**src/common/gat_macros.svh**
```systemverilog
`ifndef GAT_MACROS_SVH
`define GAT_MACROS_SVH

// Graph size.
`define GAT_NODE_NUM 8

// Feature vector lengths.
`define GAT_FEAT_DIM 4
`define GAT_OUT_DIM  4

// Element and accumulator widths.
`define GAT_DATA_W 8
`define GAT_ACC_W  20

// One multiply-accumulate per weight element.
`define GAT_MAC_CYCLES (`GAT_FEAT_DIM * `GAT_OUT_DIM)

`endif

```
**src/common/debug_pkg.sv**
```systemverilog
package debug_pkg;

  typedef logic [31:0] flags_t; // Sticky stage flags, upper bits zero.
  typedef logic [31:0] count_t; // Busy cycle count.
  typedef logic [31:0] probe_t; // Captured raw accumulator, sign-extended.

  // Bit positions in flags_t.
  localparam int unsigned FLG_WGT_WR  = 0;
  localparam int unsigned FLG_FEAT_WR = 1;
  localparam int unsigned FLG_START   = 2;
  localparam int unsigned FLG_RES     = 3;
  localparam int unsigned FLG_OUT     = 4;
  localparam int unsigned FLG_DONE    = 5;

endpackage

```
**src/common/gat_pkg.sv**
```systemverilog
`include "gat_macros.svh"

package gat_pkg;

  // One signed feature or weight element.
  typedef logic signed [`GAT_DATA_W-1:0] data_t;

  // Feature row, weight row or clamped output row.
  typedef data_t [`GAT_FEAT_DIM-1:0] vec_t;

  typedef logic signed [`GAT_ACC_W-1:0] acc_t;
  typedef acc_t [`GAT_OUT_DIM-1:0] acc_vec_t;

  typedef logic [$clog2(`GAT_NODE_NUM)-1:0] node_t;
  typedef logic [$clog2(`GAT_OUT_DIM)-1:0]  row_t;

  typedef logic signed [15:0] sum_t; // Readout sum over all nodes.

  typedef enum logic {
    WR_FEAT = 1'b0,
    WR_WGT  = 1'b1
  } wr_sel_e;

endpackage

```
**src/hw/aggregator.sv**
```systemverilog
`timescale 1ns/10ps
`include "gat_macros.svh"

module aggregator (
  input  logic                            clk,
  input  logic                            rst_n,
  input  logic                            res_vld_i,
  input  gat_pkg::node_t                  res_node_i,
  input  gat_pkg::acc_vec_t               res_acc_i,
  output logic                            out_vld_o,
  output gat_pkg::node_t                  out_node_o,
  output gat_pkg::vec_t                   out_feat_o,
  output logic                            done_o,
  output gat_pkg::sum_t [`GAT_OUT_DIM-1:0] readout_o
);

  localparam gat_pkg::data_t SAT_MAX   = gat_pkg::data_t'(2**(`GAT_DATA_W-1) - 1);
  localparam gat_pkg::node_t LAST_NODE = gat_pkg::node_t'(`GAT_NODE_NUM - 1);

  gat_pkg::vec_t                    clamp;
  gat_pkg::sum_t [`GAT_OUT_DIM-1:0] sum_q;
  logic                             last_out;

  // ReLU, then saturate to the positive byte range.
  always_comb begin
    for (int i = 0; i < `GAT_OUT_DIM; i++) begin
      if (res_acc_i[i] < 0) begin
        clamp[i] = '0;
      end else if (res_acc_i[i] > SAT_MAX) begin
        clamp[i] = SAT_MAX;
      end else begin
        clamp[i] = res_acc_i[i][`GAT_DATA_W-1:0];
      end
    end
  end

  assign last_out = out_vld_o && (out_node_o == LAST_NODE);

  always_ff @(posedge clk or negedge rst_n) begin
    if (!rst_n) begin
      out_vld_o  <= 1'b0;
      out_node_o <= '0;
      out_feat_o <= '0;
      done_o     <= 1'b0;
      readout_o  <= '0;
      sum_q      <= '0;
    end else begin
      out_vld_o <= res_vld_i;
      done_o    <= last_out;
      if (res_vld_i) begin
        out_node_o <= res_node_i;
        out_feat_o <= clamp;
        for (int i = 0; i < `GAT_OUT_DIM; i++) begin
          sum_q[i] <= sum_q[i] + gat_pkg::sum_t'(clamp[i]);
        end
      end
      // Sums are complete while the last node is on the output.
      if (last_out) begin
        readout_o <= sum_q;
        sum_q     <= '0;   // Ready for the next run.
      end
    end
  end

endmodule

```
**src/hw/debugger.sv**
```systemverilog
`timescale 1ns/10ps

module debugger (
  input  logic              clk,
  input  logic              rst_n,
  input  logic              dbg_clr_i,
  input  logic              wr_i,
  input  gat_pkg::wr_sel_e  wr_sel_i,
  input  logic              start_i,
  input  logic              busy_i,
  input  logic              res_vld_i,
  input  gat_pkg::node_t    res_node_i,
  input  gat_pkg::acc_t     res_acc0_i,
  input  logic              out_vld_i,
  input  logic              done_i,
  input  gat_pkg::node_t    probe_node_i,
  output debug_pkg::flags_t flags_o,
  output debug_pkg::count_t count_o,
  output debug_pkg::probe_t probe_o
);

  localparam int ACC_W = $bits(gat_pkg::acc_t);
  localparam int PAD_W = $bits(debug_pkg::probe_t) - ACC_W;

  debug_pkg::flags_t evt;
  debug_pkg::flags_t flags_d;
  debug_pkg::count_t count_d;
  debug_pkg::probe_t probe_d;
  logic              probe_hit;

  // One bit per stage event, unused bits stay zero.
  always_comb begin
    evt = '0;
    evt[debug_pkg::FLG_WGT_WR]  = wr_i && (wr_sel_i == gat_pkg::WR_WGT);
    evt[debug_pkg::FLG_FEAT_WR] = wr_i && (wr_sel_i == gat_pkg::WR_FEAT);
    evt[debug_pkg::FLG_START]   = start_i;
    evt[debug_pkg::FLG_RES]     = res_vld_i;
    evt[debug_pkg::FLG_OUT]     = out_vld_i;
    evt[debug_pkg::FLG_DONE]    = done_i;
  end

  assign flags_d   = flags_o | evt;  // Sticky.
  assign count_d   = busy_i ? count_o + 1'b1 : count_o;
  assign probe_hit = res_vld_i && (res_node_i == probe_node_i);

  // Keep the raw signed value, no clamping here.
  assign probe_d = probe_hit ? {{PAD_W{res_acc0_i[ACC_W-1]}}, res_acc0_i} : probe_o;

  always_ff @(posedge clk or negedge rst_n) begin
    if (!rst_n) begin
      flags_o <= '0;
      count_o <= '0;
      probe_o <= '0;
    end else if (dbg_clr_i) begin
      flags_o <= '0;
      count_o <= '0;
      probe_o <= '0;
    end else begin
      flags_o <= flags_d;
      count_o <= count_d;
      probe_o <= probe_d;
    end
  end

endmodule

```
**src/hw/dmvm/dmvm_engine.sv**
```systemverilog
`timescale 1ns/10ps
`include "gat_macros.svh"

module dmvm_engine (
  input  logic              clk,
  input  logic              rst_n,
  input  logic              start_i,
  input  gat_pkg::vec_t     feat_i,
  input  gat_pkg::vec_t     wgt_i,
  output gat_pkg::node_t    rd_node_o,
  output gat_pkg::row_t     rd_row_o,
  output logic              busy_o,
  output logic              res_vld_o,
  output gat_pkg::node_t    res_node_o,
  output gat_pkg::acc_vec_t res_acc_o
);

  localparam int STEP_W = $clog2(`GAT_MAC_CYCLES + 1);
  localparam int COL_W  = $clog2(`GAT_FEAT_DIM);
  localparam int ROW_W  = $bits(gat_pkg::row_t);

  localparam logic [STEP_W-1:0] WB_STEP   = STEP_W'(`GAT_MAC_CYCLES);
  localparam logic [STEP_W-1:0] LAST_MAC  = STEP_W'(`GAT_MAC_CYCLES - 1);
  localparam gat_pkg::node_t    LAST_NODE = gat_pkg::node_t'(`GAT_NODE_NUM - 1);

  logic [STEP_W-1:0] step_q;    // Row and column inside the node, then writeback.
  gat_pkg::node_t    node_q;
  gat_pkg::acc_vec_t acc_q;
  logic              busy_q;
  logic              res_vld_q;

  logic [COL_W-1:0]  col;
  gat_pkg::row_t     row;
  logic              mac_en;
  logic              wb_en;
  logic signed [2*`GAT_DATA_W-1:0] mac_prod;

  assign col    = step_q[COL_W-1:0];
  assign row    = step_q[COL_W +: ROW_W];
  assign mac_en = busy_q && (step_q < WB_STEP);
  assign wb_en  = busy_q && (step_q == WB_STEP);

  // Feature element times weight element of the current row.
  assign mac_prod = $signed(feat_i[col]) * $signed(wgt_i[col]);

  always_ff @(posedge clk or negedge rst_n) begin
    if (!rst_n) begin
      busy_q    <= 1'b0;
      step_q    <= '0;
      node_q    <= '0;
      acc_q     <= '0;
      res_vld_q <= 1'b0;
    end else begin
      // Last MAC lands on this edge, so the result is whole next cycle.
      res_vld_q <= mac_en && (step_q == LAST_MAC);
      if (!busy_q) begin
        if (start_i) begin
          busy_q <= 1'b1;
          step_q <= '0;
          node_q <= '0;
          acc_q  <= '0;
        end
      end else if (wb_en) begin
        step_q <= '0;
        acc_q  <= '0;                 // Fresh accumulators for the next node.
        node_q <= node_q + 1'b1;
        if (node_q == LAST_NODE) begin
          busy_q <= 1'b0;
        end
      end else if (mac_en) begin
        acc_q[row] <= acc_q[row] + gat_pkg::acc_t'(mac_prod);
        step_q     <= step_q + 1'b1;
      end
    end
  end

  assign rd_node_o  = node_q;
  assign rd_row_o   = row;
  assign busy_o     = busy_q;
  assign res_vld_o  = res_vld_q;
  assign res_node_o = node_q;
  assign res_acc_o  = acc_q;  // Only meaningful while res_vld_o is high.

endmodule

```
**src/hw/feat_loader.sv**
```systemverilog
`timescale 1ns/10ps
`include "gat_macros.svh"

module feat_loader (
  input  logic             clk,
  input  logic             rst_n,
  input  logic             wr_i,
  input  gat_pkg::wr_sel_e wr_sel_i,
  input  gat_pkg::node_t   wr_addr_i,
  input  gat_pkg::vec_t    wr_data_i,
  input  gat_pkg::node_t   rd_node_i,
  input  gat_pkg::row_t    rd_row_i,
  output gat_pkg::vec_t    feat_o,
  output gat_pkg::vec_t    wgt_o
);

  localparam int ROW_W = $bits(gat_pkg::row_t);

  gat_pkg::vec_t feat_mem [`GAT_NODE_NUM];
  gat_pkg::vec_t wgt_mem  [`GAT_OUT_DIM];

  gat_pkg::row_t wr_row;
  logic          feat_we;
  logic          wgt_we;

  // Weight rows only need the low address bits.
  assign wr_row  = wr_addr_i[ROW_W-1:0];
  assign feat_we = wr_i && (wr_sel_i == gat_pkg::WR_FEAT);
  assign wgt_we  = wr_i && (wr_sel_i == gat_pkg::WR_WGT);

  always_ff @(posedge clk or negedge rst_n) begin
    if (!rst_n) begin
      feat_mem <= '{default: '0};
    end else if (feat_we) begin
      feat_mem[wr_addr_i] <= wr_data_i;
    end
  end

  always_ff @(posedge clk or negedge rst_n) begin
    if (!rst_n) begin
      wgt_mem <= '{default: '0};
    end else if (wgt_we) begin
      wgt_mem[wr_row] <= wr_data_i;
    end
  end

  // Combinational reads, the engine samples them in the same cycle.
  assign feat_o = feat_mem[rd_node_i];
  assign wgt_o  = wgt_mem[rd_row_i];

endmodule

```
**src/hw/gat_top.sv**
```systemverilog
`timescale 1ns/10ps
`include "gat_macros.svh"

module gat_top (
  input  logic                             clk,
  input  logic                             rst_n,
  input  logic                             wr_i,
  input  gat_pkg::wr_sel_e                 wr_sel_i,
  input  gat_pkg::node_t                   wr_addr_i,
  input  gat_pkg::vec_t                    wr_data_i,
  input  logic                             start_i,
  input  logic                             dbg_clr_i,
  input  gat_pkg::node_t                   probe_node_i,
  output logic                             out_vld_o,
  output gat_pkg::node_t                   out_node_o,
  output gat_pkg::vec_t                    out_feat_o,
  output logic                             done_o,
  output gat_pkg::sum_t [`GAT_OUT_DIM-1:0] readout_o,
  output debug_pkg::flags_t                flags_o,
  output debug_pkg::count_t                count_o,
  output debug_pkg::probe_t                probe_o
);

  gat_pkg::node_t    rd_node;
  gat_pkg::row_t     rd_row;
  gat_pkg::vec_t     feat;
  gat_pkg::vec_t     wgt;
  logic              busy;
  logic              res_vld;
  gat_pkg::node_t    res_node;
  gat_pkg::acc_vec_t res_acc;

  feat_loader u_feat_loader (
    .clk       (clk),
    .rst_n     (rst_n),
    .wr_i      (wr_i),
    .wr_sel_i  (wr_sel_i),
    .wr_addr_i (wr_addr_i),
    .wr_data_i (wr_data_i),
    .rd_node_i (rd_node),
    .rd_row_i  (rd_row),
    .feat_o    (feat),
    .wgt_o     (wgt)
  );

  dmvm_engine u_dmvm_engine (
    .clk        (clk),
    .rst_n      (rst_n),
    .start_i    (start_i),
    .feat_i     (feat),
    .wgt_i      (wgt),
    .rd_node_o  (rd_node),
    .rd_row_o   (rd_row),
    .busy_o     (busy),
    .res_vld_o  (res_vld),
    .res_node_o (res_node),
    .res_acc_o  (res_acc)
  );

  aggregator u_aggregator (
    .clk        (clk),
    .rst_n      (rst_n),
    .res_vld_i  (res_vld),
    .res_node_i (res_node),
    .res_acc_i  (res_acc),
    .out_vld_o  (out_vld_o),
    .out_node_o (out_node_o),
    .out_feat_o (out_feat_o),
    .done_o     (done_o),
    .readout_o  (readout_o)
  );

  // Probe sees only the first output element of each node.
  debugger u_debugger (
    .clk          (clk),
    .rst_n        (rst_n),
    .dbg_clr_i    (dbg_clr_i),
    .wr_i         (wr_i),
    .wr_sel_i     (wr_sel_i),
    .start_i      (start_i),
    .busy_i       (busy),
    .res_vld_i    (res_vld),
    .res_node_i   (res_node),
    .res_acc0_i   (res_acc[0]),
    .out_vld_i    (out_vld_o),
    .done_i       (done_o),
    .probe_node_i (probe_node_i),
    .flags_o      (flags_o),
    .count_o      (count_o),
    .probe_o      (probe_o)
  );

endmodule

```
**config.mk**
```make
export PLATFORM = sky130hd
export DESIGN_NAME = gat_top
export DESIGN_NICKNAME = d
export VERILOG_FILES = /design/src/common/debug_pkg.sv /design/src/common/gat_pkg.sv /design/src/hw/aggregator.sv /design/src/hw/debugger.sv /design/src/hw/dmvm/dmvm_engine.sv /design/src/hw/feat_loader.sv /design/src/hw/gat_top.sv
export VERILOG_INCLUDE_DIRS = /design/src /design/src/common
export SDC_FILE = /design/constraint.sdc
export NUM_CORES = 1
export LEC_CHECK = 0
export BUFFER_PORTS_ARGS = -buffer_cell sky130_fd_sc_hd__buf_2
export CAP_MARGIN = 10
export CORE_MARGIN = 2
export CORE_UTILIZATION = 49
export CTS_CLUSTER_DIAMETER = 150
export DETAILED_ROUTE_END_ITERATION = 8
export PLACE_DENSITY = 0.69
export SLEW_MARGIN = 20
export SYNTH_ARGS = -nofsm -noshare
export SYNTH_HDL_FRONTEND = slang
export SYNTH_SLANG_ARGS = --single-unit
```
**constraint.sdc**
```tcl
create_clock -name clk -period 6.38 [get_ports clk]
set_input_delay 0.638 -clock clk [delete_from_list [all_inputs] [get_ports clk]]
set_output_delay 0.638 -clock clk [all_outputs]
set_load 0.03 [all_outputs]
```
* Word level (Yosys, flattened, before mapping)
Index checks and enable logic that the tools add are counted.
** Word-level totals
- Register bits after elaboration :: 735
- Input port bits :: 44
- Output and inout port bits :: 197
- Logic and storage cells :: 181
** Cells by class
- Add/sub/neg operators :: 8
- Multiply operators :: 1
- Magnitude comparators :: 18
- Equality and inequality tests :: 7
- Multiplexer cells :: 51
- Bitwise operators :: 6
- Reduce and logical (&&, ||, !) cells :: 16
** Operators by type and width (number)
- $mux W32 :: 11
- $mux W80 :: 4
- $bwmux W256 :: 1
- $bwmux W128 :: 1
- $mux W64 :: 2
- $bmux W32 S3 :: 1
- $demux W32 S3 :: 1
- $bwmux W80 :: 1
- $gt A20 B8 Y1 const B :: 4
- $lt A20 B1 Y1 const B :: 4
- $mux W8 :: 10
- $add A16 B8 Y16 :: 4
- $bmux W32 S2 :: 1
- $demux W32 S2 :: 1
- $bmux W20 S2 :: 1
- $demux W20 S2 :: 1
- $mux W20 :: 2
- $add A32 B1 Y32 const B :: 1
- $bmux W8 S2 :: 2
- $or A32 B6 Y32 :: 1
- $add A20 B16 Y20 :: 1
- $mux W5 :: 4
- $mul A8 B8 Y16 :: 1
- $logic_and A1 B1 Y1 :: 10
- other kinds (22) :: 37

* Depth between registers and ports, before layout
Gate-level depths: netlist of the first run.
- Depth after elaboration :: 12
- Depth in mapped cells :: 26
- Gate-level depth less buffers :: 24

* Cells and area by module
From an unflattened synthesis of the first run, not the netlist that was laid out.
** Second synthesis, totals
- Cell total of the unflattened synthesis :: 3012
- Area total of the unflattened synthesis :: 37270.7 sq um
** Modules (own cells, without submodules)
- feat_loader :: instances 1, cells an instance 1010, area an instance 17015.1 sq um, sequential area each 9609.2 sq um
- aggregator :: instances 1, cells an instance 1000, area an instance 9354.0 sq um, sequential area each 4129.0 sq um
- dmvm_engine :: instances 1, cells an instance 715, area an instance 7971.4 sq um, sequential area each 2252.2 sq um
- debugger :: instances 1, cells an instance 287, area an instance 2930.3 sq um, sequential area each 1451.4 sq um

* Worst setup path before layout of the first run
OpenSTA, ideal clock, no wires.
- Kind :: flip-flop to flip-flop
- Start point :: register u_dmvm_engine.node_q[0], in the netlist u_dmvm_engine.rd_node_o[0]
- End point :: register u_dmvm_engine.acc_q (netlist bit u_dmvm_engine.res_acc_o[17])
- Library setup time :: 0.121 ns
- Arrival time :: 6.282 ns
- Data required time :: 6.259 ns
- Setup slack :: -0.023 ns
- Stages on the path, launching flop included :: 24
- Buffers on the path :: 2
- Clock period less this slack :: 6.403 ns
- Path through :: dfrtp_1 > buf_2 > buf_2 > mux4_2 > mux4_2 > mux2i_4 > nor4_1 > inv_2 > fa_1 > inv_1 > fa_1 > fa_1 > fa_1 > inv_1 > fa_1 > inv_1 > ha_1 > o211a_1 > a211oi_1 > a31o_2 > o21ai_1 > a211oi_1 > xnor2_1 > a22o_1
** On the way
- Longest elaborated chain between the ends :: 12
** Ends and longest elaborated chain
- start, declared :: RTL line dmvm_engine.sv:27 : gat_pkg::node_t node_q;
- start signal, assigned :: RTL line dmvm_engine.sv:66 : node_q <= node_q + 1'b1;
- $not A3 Y4 (not written as such) :: RTL line feat_loader.sv:48 : assign feat_o = feat_mem[rd_node_i];
- $bmux W32 S3 :: RTL line feat_loader.sv:48
- $mux W32 (not written as such) (2 in series) :: RTL line feat_loader.sv:48
- $bmux W8 S2 :: RTL line dmvm_engine.sv:44 : assign mac_prod = $signed(feat_i[col]) * $signed(wgt_i[col]);
- $mux W8 (not written as such) :: RTL line dmvm_engine.sv:44
- $mul A8 B8 Y16 :: RTL line dmvm_engine.sv:44
- $add A20 B16 Y20 :: RTL line dmvm_engine.sv:71 : acc_q[row] <= acc_q[row] + gat_pkg::acc_t'(mac_prod);
- $bwmux W80 :: RTL line dmvm_engine.sv:71
- $mux W80 :: RTL line dmvm_engine.sv:70 : end else if (mac_en) begin
- $mux W80 :: RTL line dmvm_engine.sv:63 : end else if (wb_en) begin
- $mux W80 :: RTL line dmvm_engine.sv:56 : if (!busy_q) begin
- end signal, assigned by index :: RTL line dmvm_engine.sv:71
- end, declared :: RTL line dmvm_engine.sv:28 : gat_pkg::acc_vec_t acc_q;
Every way passes these cells. The select of a mux whose other input is x is not followed.
A chain may end at the register's enable or synchronous reset.

* Final worst setup path of the first run
- Start point :: register u_dmvm_engine.node_q[0], in the netlist u_dmvm_engine.rd_node_o[0]
- End point :: register u_dmvm_engine.acc_q (netlist bit u_dmvm_engine.res_acc_o[78])
The elaborated chain is that of the path after synthesis.

==> results.md, run 1 <==
- Failing checks: negative setup slack
- Top delay family on crit path: adder cells
- GRT Residual Overflow: 0
- Synth Area in Compound Gates: 6.04%
- PortBufs: ~210
- Worst stage delay on the critical path: 0.54 ns
- Largest net degree at the start of global routing: approximately 190
- Reg2reg setup slack: -0.03 ns
- Total clock sinks: 697
- Root Buffer: clkbuf_16
- Final layout net count: 3578
- Post-synthesis sequential area ratio: a little under half
- H-Tree Depth: 3
- Routability Congestion: just under 0.9
- Synth warn: 0
- Crit-path cells: buf_12, buf_16, buf_8, mux4_2, mux4_2, mux2i_4, nand2b_4, fa_1, inv_1, fa_1, fa_1, fa_1, inv_2, fa_2, inv_2, ha_4, o21a_1, o21ai_1, a21oi_1, buf_4, buf_6, o31ai_4, xnor2_2, a22o_1
- Post-Synth Adder-Cell Area: 8.81%
- Commonest non-fill, non-tap cell in the layout: dfrtp_1
- Register area: roughly 17000 sq um
- Hold Path Class: input port to asynchronous set/reset pin
- Die Y: 278 microns
- Gr usage total: 23.1%
- Commonest non-fill, non-tap cells in the layout: dfrtp_1, mux2_2, nand2_1
- Crit Path Max Fanout: 7
- Synth Register Bits: 697
- Via count: 24500
- CP Capture Type: register
- Vias in the first global route: 25100
- Area share of and/or/nand/nor cells after synthesis: 8.64%
- Synth async-reset ratio: 100%
- Worst hold slack: 0.0372 ns
- Synth Instances: 3040
- Status: finished, violations left
- Routed WL per cell: between 20 and 25 microns
- Initial antenna violation count: 9
- RSZ-0062 raised after global routing: yes
- First-pass GRT wire length: 142 mm
- Max Root-Sink Buffers: 3
- Synthesized area: 36800 sq um
- Post-route ant nets: 0
- Row count: 100
- Largest family of logic cells by synthesized area: multiplexers
- R2R Path Start: u_dmvm_engine.rd_node_o[0]$_DFFE_PN0P_
- CP bufs+invs: 8
- Setup slack after layout: -0.0326 ns
- Final min period: ~6.4 ns
- DIE WIDTH: 278 microns
- Mux share of post-synthesis cell area: 22.5%
- Core Box Area: 74400 sq um
- Synth Area in XOR/XNOR: 2.26%
- Crit path kind: register to register
- Worst EP arrival: between 6 and 7 ns
- DRT Pass-1 Iters: 5
- Final WL: 88.3 mm
- Later-pin clock latency in the skew report: 0.63 ns
- Residual DRC: 0
- Maxcap violations: 0
- Hpwl dp: 59.4 mm
- Count of final setup violators: 8
- Layout fillers: 6024
- Crit-path slowest cell: mux4_2
- Worst clock skew: 0.0378 ns
- Number of synthesized flops with an enable pin: 0
- Final hold viol count: 0
- Reg clk slew, reported paths: 0.07 ns
- Num CTS Buffers: 75
- Layout cell share with drive strength beyond 1: 30.2%
- Worst reg-to-reg path cell count: 24
- Area Growth Syn to Fin: 16.6%
- CTS tree: yes
- Ys flop type: dfrtp_1
- Actual transition at the worst max-transition pin: 1.08 ns
- Vias per cell: 5.61
- Levels on crit path: 24
- CP required: 6.89 ns
- Final Max Slew Viols: 0
- Initial core utilization: 49.5%
- Yosys cell types: 70
- Final period util: 101%
- FF-to-FF End: u_dmvm_engine.res_acc_o[78]$_DFFE_PN0P_
- Area of the multi-input gates: approximately 18000 sq um
- Slew margin rel.: 27.7%
- Fmax: 156 MHz
- I/O Pins: 241
- Mean Syn Cell Area: 12.1 sq um
- Most frequent CP cell: fa_1
- DR iter-0 viols: roughly 1700
- Die area: 77300 sq um
- Startpoint types: register
## Yosys cell counts (35+ instances only)
cell type	count	share of area [%]
mux4_2	129	7.9
ha_1	112	3.8
clkbuf_1	138	1.4
mux2i_1	53	1.4
nand2_1	292	3.0
fa_1	92	5.0
nor2_1	196	2.0
xnor2_1	59	1.4
a21oi_1	104	1.4
nand3_1	48	0.65
dfrtp_1	697	47
xor2_1	36	0.86
o21ai_0	81	1.1
buf_4	38	0.77
a22o_1	35	0.83
mux2_1	115	3.5
mux2_2	305	9.3
inv_1	151	1.5
## state kept, by name, summed over array words and instances, names as in the netlist
| name | flops |
|---|---|
| u_aggregator.readout_o | 64 |
| u_debugger.count_o | 32 |
| u_dmvm_engine.step_q | 5 |
| u_aggregator.out_node_o | 3 |
| u_aggregator.out_vld_o | 1 |
| u_aggregator.out_feat_o | 32 |
| u_feat_loader.feat_mem | 256 |
| u_aggregator.done_o | 1 |
| u_debugger.flags_o | 6 |
| u_feat_loader.wgt_mem | 128 |
| u_aggregator.sum_q | 64 |
| u_dmvm_engine.res_acc_o | 80 |
| u_dmvm_engine.rd_node_o | 3 |
| u_dmvm_engine.res_vld_o | 1 |
| u_debugger.probe_o | 20 |
| u_dmvm_engine.busy_o | 1 |
## how the worst max path moves through the flow
stage,endpoint,start,slack [ns]
after floorplan,u_dmvm_engine.res_acc_o[17]$_DFFE_PN0P_,u_dmvm_engine.rd_node_o[1]$_DFFE_PN0P_,0.007
after global placement,u_dmvm_engine.res_acc_o[78]$_DFFE_PN0P_,u_dmvm_engine.rd_node_o[0]$_DFFE_PN0P_,-0.1
after detailed placement,u_dmvm_engine.res_acc_o[19]$_DFFE_PN0P_,u_dmvm_engine.rd_node_o[0]$_DFFE_PN0P_,-0.15
after CTS,u_dmvm_engine.res_acc_o[56]$_DFFE_PN0P_,u_dmvm_engine.rd_node_o[0]$_DFFE_PN0P_,-0.008
after global routing,u_dmvm_engine.res_acc_o[78]$_DFFE_PN0P_,u_dmvm_engine.rd_node_o[0]$_DFFE_PN0P_,-0.27
final,u_dmvm_engine.res_acc_o[78]$_DFFE_PN0P_,u_dmvm_engine.rd_node_o[0]$_DFFE_PN0P_,-0.03
## final cells by class
class / count / share of cell area, %
multi-input cells: 2024 / 43.0
flip-flops and latches: 697 / 40.7
repair buffers: 374 / 6.24
clock buffers: 113 / 5.18
well taps: 969 / 2.82
inverters: 158 / 1.39
clock inverters: 23 / 0.714
diodes: 1 / 0.00583
## per-stage QoR
stage | setup TNS (ns) | cell area, sq um | cells | util, % | setup WS (ns)
after floorplan | 0 | 37000 | 3097 | - | 0.00654
after global placement | -2.06 | 39700 | 4202 | 53.3 | -0.0960
after detailed placement | -3.11 | 39700 | 4202 | 53.3 | -0.145
after CTS | -0.0139 | 42600 | 4350 | 57.2 | -0.00827
after global routing | -5.48 | 42900 | 4358 | 57.6 | -0.270
final | -0.171 | 42900 | 4359 | 57.7 | -0.0326
## metal layers
layer	wire (microns)	part of all wire (%)	track usage, %	up-vias
met5	84	0.095	0	-
met4	2330	2.6	6.74	12
met3	4060	4.6	3.72	163
met2	42700	48	37.9	574
met1	39100	44	32.0	12600
li1	-	-	-	11200
## kinds of logic (layout without fill, tap and decap cells)
logic type | count (synthesis) | in the layout
fa+ha+maj | 204 | 204
xor+xnor | 95 | 95
buf+inv | 376 | 668
mux | 608 | 608
compound gates | 351 | 351
other cells | 1 | 59
simple gates | 708 | 708
flops | 697 | 697
## what timing repair did
item / in CTS / in global routing
cloned: 3 / 0
gates resized for setup: 40 / 61
endpoints found under the setup margin: 31 / 43
hold buffers: 0 / 0
setup buffers: 10 / 9
pin swaps: 23 / 30
Power of run 1 is left out: the tool's default activity adds up to more than one toggle a clock period on the data nets, which glitch-free logic cannot reach.
==> inputs of run 2 (changes only) <==
--- a/config.mk
+++ b/config.mk
@@ -10,6 +10,7 @@
 export CAP_MARGIN = 10
 export CORE_MARGIN = 2
 export CORE_UTILIZATION = 49
+export CTS_BUF_LIST = sky130_fd_sc_hd__clkbuf_4
 export CTS_CLUSTER_DIAMETER = 150
 export DETAILED_ROUTE_END_ITERATION = 8
 export PLACE_DENSITY = 0.69
==> results.md, run 2 (synthesized netlist as in run 1, its figures left out) <==
- CTS tree: yes
- PortBufs: 214
- Reg clk slew, reported paths: 0.07 ns
- Num CTS Buffers: 181
- Met2 Use GR: 37.7%
- Initial core utilization: 49.5%
- CP bufs+invs: 9
- Startpoint types: register
- Routability Congestion: just under 0.9
- R2R Path Start: u_dmvm_engine.rd_node_o[0]$_DFFE_PN0P_
- DRT Pass-1 Iters: 5
- Post-route ant nets: 0
- GRT Residual Overflow: 0
- Residual DRC: 0
- Hold Crit Start: wr_data_i[16]
- Routed WL per cell: 19.5 microns
- Area Growth Syn to Fin: 17.0%
- Slew margin rel.: 27.1%
- Final hold viol count: 0
- Actual transition at the worst max-transition pin: around 1.1 ns
- I/O Pins: 241
- Final min period: 6.46 ns
- Worst reg-to-reg path cell count: 25
- Gr usage total: 23.4%
- Worst stage delay on the critical path: 0.53 ns
- Worst EP arrival: 7.40 ns
- Launch point of the worst path: u_dmvm_engine.rd_node_o[0]$_DFFE_PN0P_
- Crit-path slowest cell: fa_1
- RSZ-0062 raised after global routing: yes
- Largest net degree at the start of global routing: 191
- Grt met3 use: 5.02%
- Commonest non-fill, non-tap cells in the layout: dfrtp_1, mux2_2, nand2_1
- Failing checks: negative setup slack
- Maxcap violations: 0
- Top delay family on crit path: adder cells
- Crit Path Max Fanout: 6
- Final period util: 101%
- Crit path kind: register to register
- Total clock sinks: 697
- Die area: 77300 sq um
- CP Capture Type: register
- Count of final setup violators: 21
- Vias in the first global route: 26200
- Fmax: 155 MHz
- Levels on crit path: 25
- GR peak layer: met2
- Worst clock skew: just over 0.07 ns
- DR iter-0 viols: between 1500 and 2000
- M1 GR Usage: a little under a third
- Core Box Area: 74400 sq um
- Later-pin clock latency in the skew report: 1.06 ns
- DIE WIDTH: 278 microns
- Commonest non-fill, non-tap cell in the layout: dfrtp_1
- Hold Path Class: input port to register
- Final layout net count: 3719
- H-Tree Depth: 4
- Setup slack after layout: -0.0838 ns
- CP required: 7.31 ns
- Initial antenna violation count: 8
- Status: finished, violations left
- Max reg flops: 256
- Vias per cell: roughly 5.5
- First-pass GRT wire length: 143 mm
- Final WL: 88.8 mm
- Worst hold stages: 2
- Most frequent CP cell: fa_1
- Via count: 25300
- Final Max Slew Viols: 0
- Most flops, register: u_feat_loader.feat_mem
- Layout cell share with drive strength beyond 1: 33.3%
- Row count: 100
- Final Core Density: a little under 60%
- Max Root-Sink Buffers: 3
- Die Y: ~280 microns
- Hpwl dp: ~59 mm
- Root Buffer: clkbuf_4
run 2: per-stage QoR:
| stage | worst slack, ns | setup TNS (ns) | hold WS [ns] | std cells | area [sq um] |
|---|---|---|---|---|---|
| floorplan | 0.00654 | 0 | 0.342 | 3097 | 37000 |
| global placement | -0.0960 | -2.06 | 0.453 | 4202 | 39700 |
| detailed placement | -0.145 | -3.11 | 0.457 | 4202 | 39700 |
| CTS | -0.0395 | -0.134 | 0.00444 | 4550 | 42700 |
| global route | -0.304 | -7.54 | 0.0290 | 4560 | 43100 |
| finish | -0.0838 | -1.02 | 0.0794 | 4563 | 43100 |
run 2: cell type report:
| cell class | instances | area, sq um |
|---|---|---|
| clock buffer | 252 | 1890 |
| fill | 6096 | 31400 |
| timing repair buffer | 409 | 3060 |
| sequential | 697 | 17500 |
| multi-input combinational | 2024 | 18600 |
| tap | 969 | 1210 |
| clock inverter | 46 | 264 |
| antenna | 8 | 20.0 |
| inverter | 158 | 596 |
run 2: worst reg2reg max path: cells and delay by family, from the launching register on:
kind	cells	cell delay, ns
adders and majority gates	6	2.66
muxes	3	1.09
buffers and inverters	9	0.98
and+or+nand+nor	3	0.60
AOI/OAI and AO/OA	4	0.52
DFF	1	0.51
run 2: routing by layer:
metal / vias up / part of all wire (%)
met4: 8 / 2.6
met5: - / 0.070
met1: 12900 / 44
li1: 11600 / -
met2: 701 / 48
met3: 168 / 5.3
run 2: worst paths after layout:
| path | endpoint | slack [ns] |
|---|---|---|
| hold reg to reg | u_aggregator.readout_o[14]$_DFFE_PN0P_ | 0.46 |
| max in group asynchronous | u_feat_loader.feat_mem[143]$_DFFE_PN0P_ | 4.57 |
| setup / recovery | u_dmvm_engine.res_acc_o[56]$_DFFE_PN0P_ | -0.08 |
| setup reg to reg | u_dmvm_engine.res_acc_o[56]$_DFFE_PN0P_ | -0.08 |
| hold / removal | u_feat_loader.feat_mem[48]$_DFFE_PN0P_ | 0.08 |
| min in group asynchronous | u_debugger.count_o[15]$_DFFE_PN0P_ | 0.21 |
run 2: what timing repair did:
action	4_1_cts	5_1_grt
hold endpoints to repair	407	0
cloned	4	0
endpoints found under the setup margin	32	44
pin swaps	40	41
setup buffers	12	7
gates resized for setup	54	68
hold buffers	35	0
Power of run 2 is left out for the same reason.
==> inputs of run 3 (changes only) <==
--- a/config.mk
+++ b/config.mk
@@ -6,14 +6,14 @@
 export SDC_FILE = /design/constraint.sdc
 export NUM_CORES = 1
 export LEC_CHECK = 0
-export BUFFER_PORTS_ARGS = -buffer_cell sky130_fd_sc_hd__buf_2
 export CAP_MARGIN = 10
 export CORE_MARGIN = 2
 export CORE_UTILIZATION = 49
 export CTS_BUF_LIST = sky130_fd_sc_hd__clkbuf_4
 export CTS_CLUSTER_DIAMETER = 150
 export DETAILED_ROUTE_END_ITERATION = 8
-export PLACE_DENSITY = 0.69
+export DONT_BUFFER_PORTS = 1
+export PLACE_DENSITY = 0.66
 export SLEW_MARGIN = 20
 export SYNTH_ARGS = -nofsm -noshare
 export SYNTH_HDL_FRONTEND = slang
==> results.md, run 3 (synthesized netlist as in run 1, its figures left out) <==
- Met2 wire len: ~45 mm
- Later-pin clock latency in the skew report: 1.00 ns
- Row count: 100
- Placed cells: 3973
- Max reg flops: 256
- I/O Pins: 241
- GRT Residual Overflow: 0
- Routed WL per cell: 20.7 microns
- Maxcap violations: 0
- Crit path kind: register to register
- Final Max Slew Viols: 0
- Final cell count without fillers: 4360
- Initial antenna violation count: 8
- Crit-path cells: buf_12, buf_12, buf_12, mux4_2, mux4_2, mux2i_4, nor2_2, fa_1, inv_1, fa_1, inv_2, fa_1, fa_1, inv_2, fa_2, inv_2, ha_4, o21a_1, o21ai_1, a21oi_1, buf_4, or4_4, nand4_1, a22o_1
- Final min period: approximately 6.4 ns
- Vias in the first global route: 26200
- Via count: 24800
- Residual DRC: 0
- Slew margin rel.: 18.5%
- Routability Congestion: about 0.87
- CP Capture Type: register
- Worst clock skew: ~0.063 ns
- Gr usage total: about a quarter
- Worst EP arrival: 7.32 ns
- Num CTS Buffers: 183
- Root Buffer: clkbuf_4
- Total clock sinks: 697
- Post-route ant nets: 0
- Final WL: 90.3 mm
- Final period util: 101%
- DRT Pass-1 Iters: 7
- DIE WIDTH: 278 microns
- Initial core utilization: 49.5%
- Area Growth Syn to Fin: 14.4%
- Hpwl dp: 60.7 mm
- Commonest non-fill, non-tap cell in the layout: dfrtp_1
- Crit-path slowest cell: fa_1
- Vias per cell: between 5 and 6
- CP required: 7.28 ns
- Failing checks: negative setup slack
- Worst stage delay on the critical path: 0.56 ns
- Placed cell areas: 38400 sq um
- CTS tree: yes
- Final setup TNS: -0.229 ns
- Most flops, register: u_feat_loader.feat_mem
- Final Cell Area: 42100 sq um
- Met1 wire length: between 30 and 40 mm
- Setup slack after layout: -0.0479 ns
- Final layout net count: around 3500
- Actual transition at the worst max-transition pin: 1.22 ns
- Die area: 77300 sq um
- PortBufs: 0
- Fmax: 156 MHz
- Layout cell share with drive strength beyond 1: 29.0%
- Max layer used: met5
- Count of final setup violators: 10
- H-Tree Depth: 4
- CP bufs+invs: 8
- RSZ-0062 raised after global routing: yes
- Top delay family on crit path: adder cells
- DR iter-0 viols: 1613
- Status: finished, violations left
- Startpoint types: register
- Die Y: 278 microns
- Crit Path Max Fanout: 6
- Core Box Area: 74400 sq um
- Commonest non-fill, non-tap cells in the layout: dfrtp_1, mux2_2, nand2_1
- Hold Path Class: input port to register
- First-pass GRT wire length: 144 mm
- Reg clk slew, reported paths: 0.07 ns
- Met3 wire length: 5.39 mm
- Max Root-Sink Buffers: 3
- Largest net degree at the start of global routing: ~700
- Final hold viol count: 0
- Most frequent CP cell: fa_1
==> run 3: cell types whose count changed in the layout (fill, tap and decap cells not counted), sizes merged <==
cell	previous run	this run
dlygate4sd3	35	40
buf	372	151
clkinvlp	5	2
diode	8	4
inv	163	160
bufbuf	2	1
clkinv	35	42
bufinv	1	5
clkbuf	252	265
==> run 3: routing by layer <==
metal  global-route usage [%]  vias to the layer above
li1                         -                    11100
met1                     30.0                    12800
met2                     39.5                      714
met3                     5.11                      154
met4                     9.19                        6
met5                        0                        -
==> run 3: through the flow <==
step	setup slack, ns	util [%]	hold slack [ns]
after global placement	-0.173	51.6	0.357
after floorplan	0.00654	-	0.342
after CTS	-0.0205	55.9	-0.827
after global routing	-0.208	56.6	0.133
after detailed placement	-0.349	51.6	0.359
final	-0.0479	56.6	0.212
==> run 3: cell type report <==
class / instances / area [sq um]
fillers: 6061 / 32300
multi-input cells: 2024 / 18400
flip-flops and latches: 697 / 17500
repair buffers: 193 / 2050
clock buffers: 264 / 1980
well taps: 969 / 1210
inverters: 158 / 594
clock inverters: 51 / 368
diodes: 4 / 10.0
==> run 3: path summary, 6_finish.rpt <==
check,from,to,slack [ns],cells after the start
worst max-delay path,u_dmvm_engine.rd_node_o[0]$_DFFE_PN0P_,u_dmvm_engine.res_acc_o[36]$_DFFE_PN0P_,-0.05,24
worst min-delay path,start_i,u_dmvm_engine.rd_node_o[2]$_DFFE_PN0P_,0.21,3
worst max register to register,u_dmvm_engine.rd_node_o[0]$_DFFE_PN0P_,u_dmvm_engine.res_acc_o[36]$_DFFE_PN0P_,-0.05,24
worst min register to register,u_feat_loader.wgt_mem[107]$_DFFE_PN0P_,u_feat_loader.wgt_mem[107]$_DFFE_PN0P_,0.48,1
max in group asynchronous,rst_n,u_feat_loader.wgt_mem[43]$_DFFE_PN0P_,3.06,5
min in group asynchronous,rst_n,u_debugger.count_o[13]$_DFFE_PN0P_,0.25,2
==> run 3: repair_timing <==
action	CTS	global route
gates resized for setup	46	72
pin swaps	20	42
cloned	3	1
buffers inserted	11	8
hold buffers	40	2
endpoints found under the setup margin	47	46
endpoints found under the hold margin	1141	239
==> run 3: worst min-delay path, delay by kind of cell <==
kind / cells / cell delay [ns]
AND/OR/NAND/NOR: 2 / 0.32
AO/OA/AOI/OAI: 1 / 0.18
Power of run 3 is left out for the same reason.
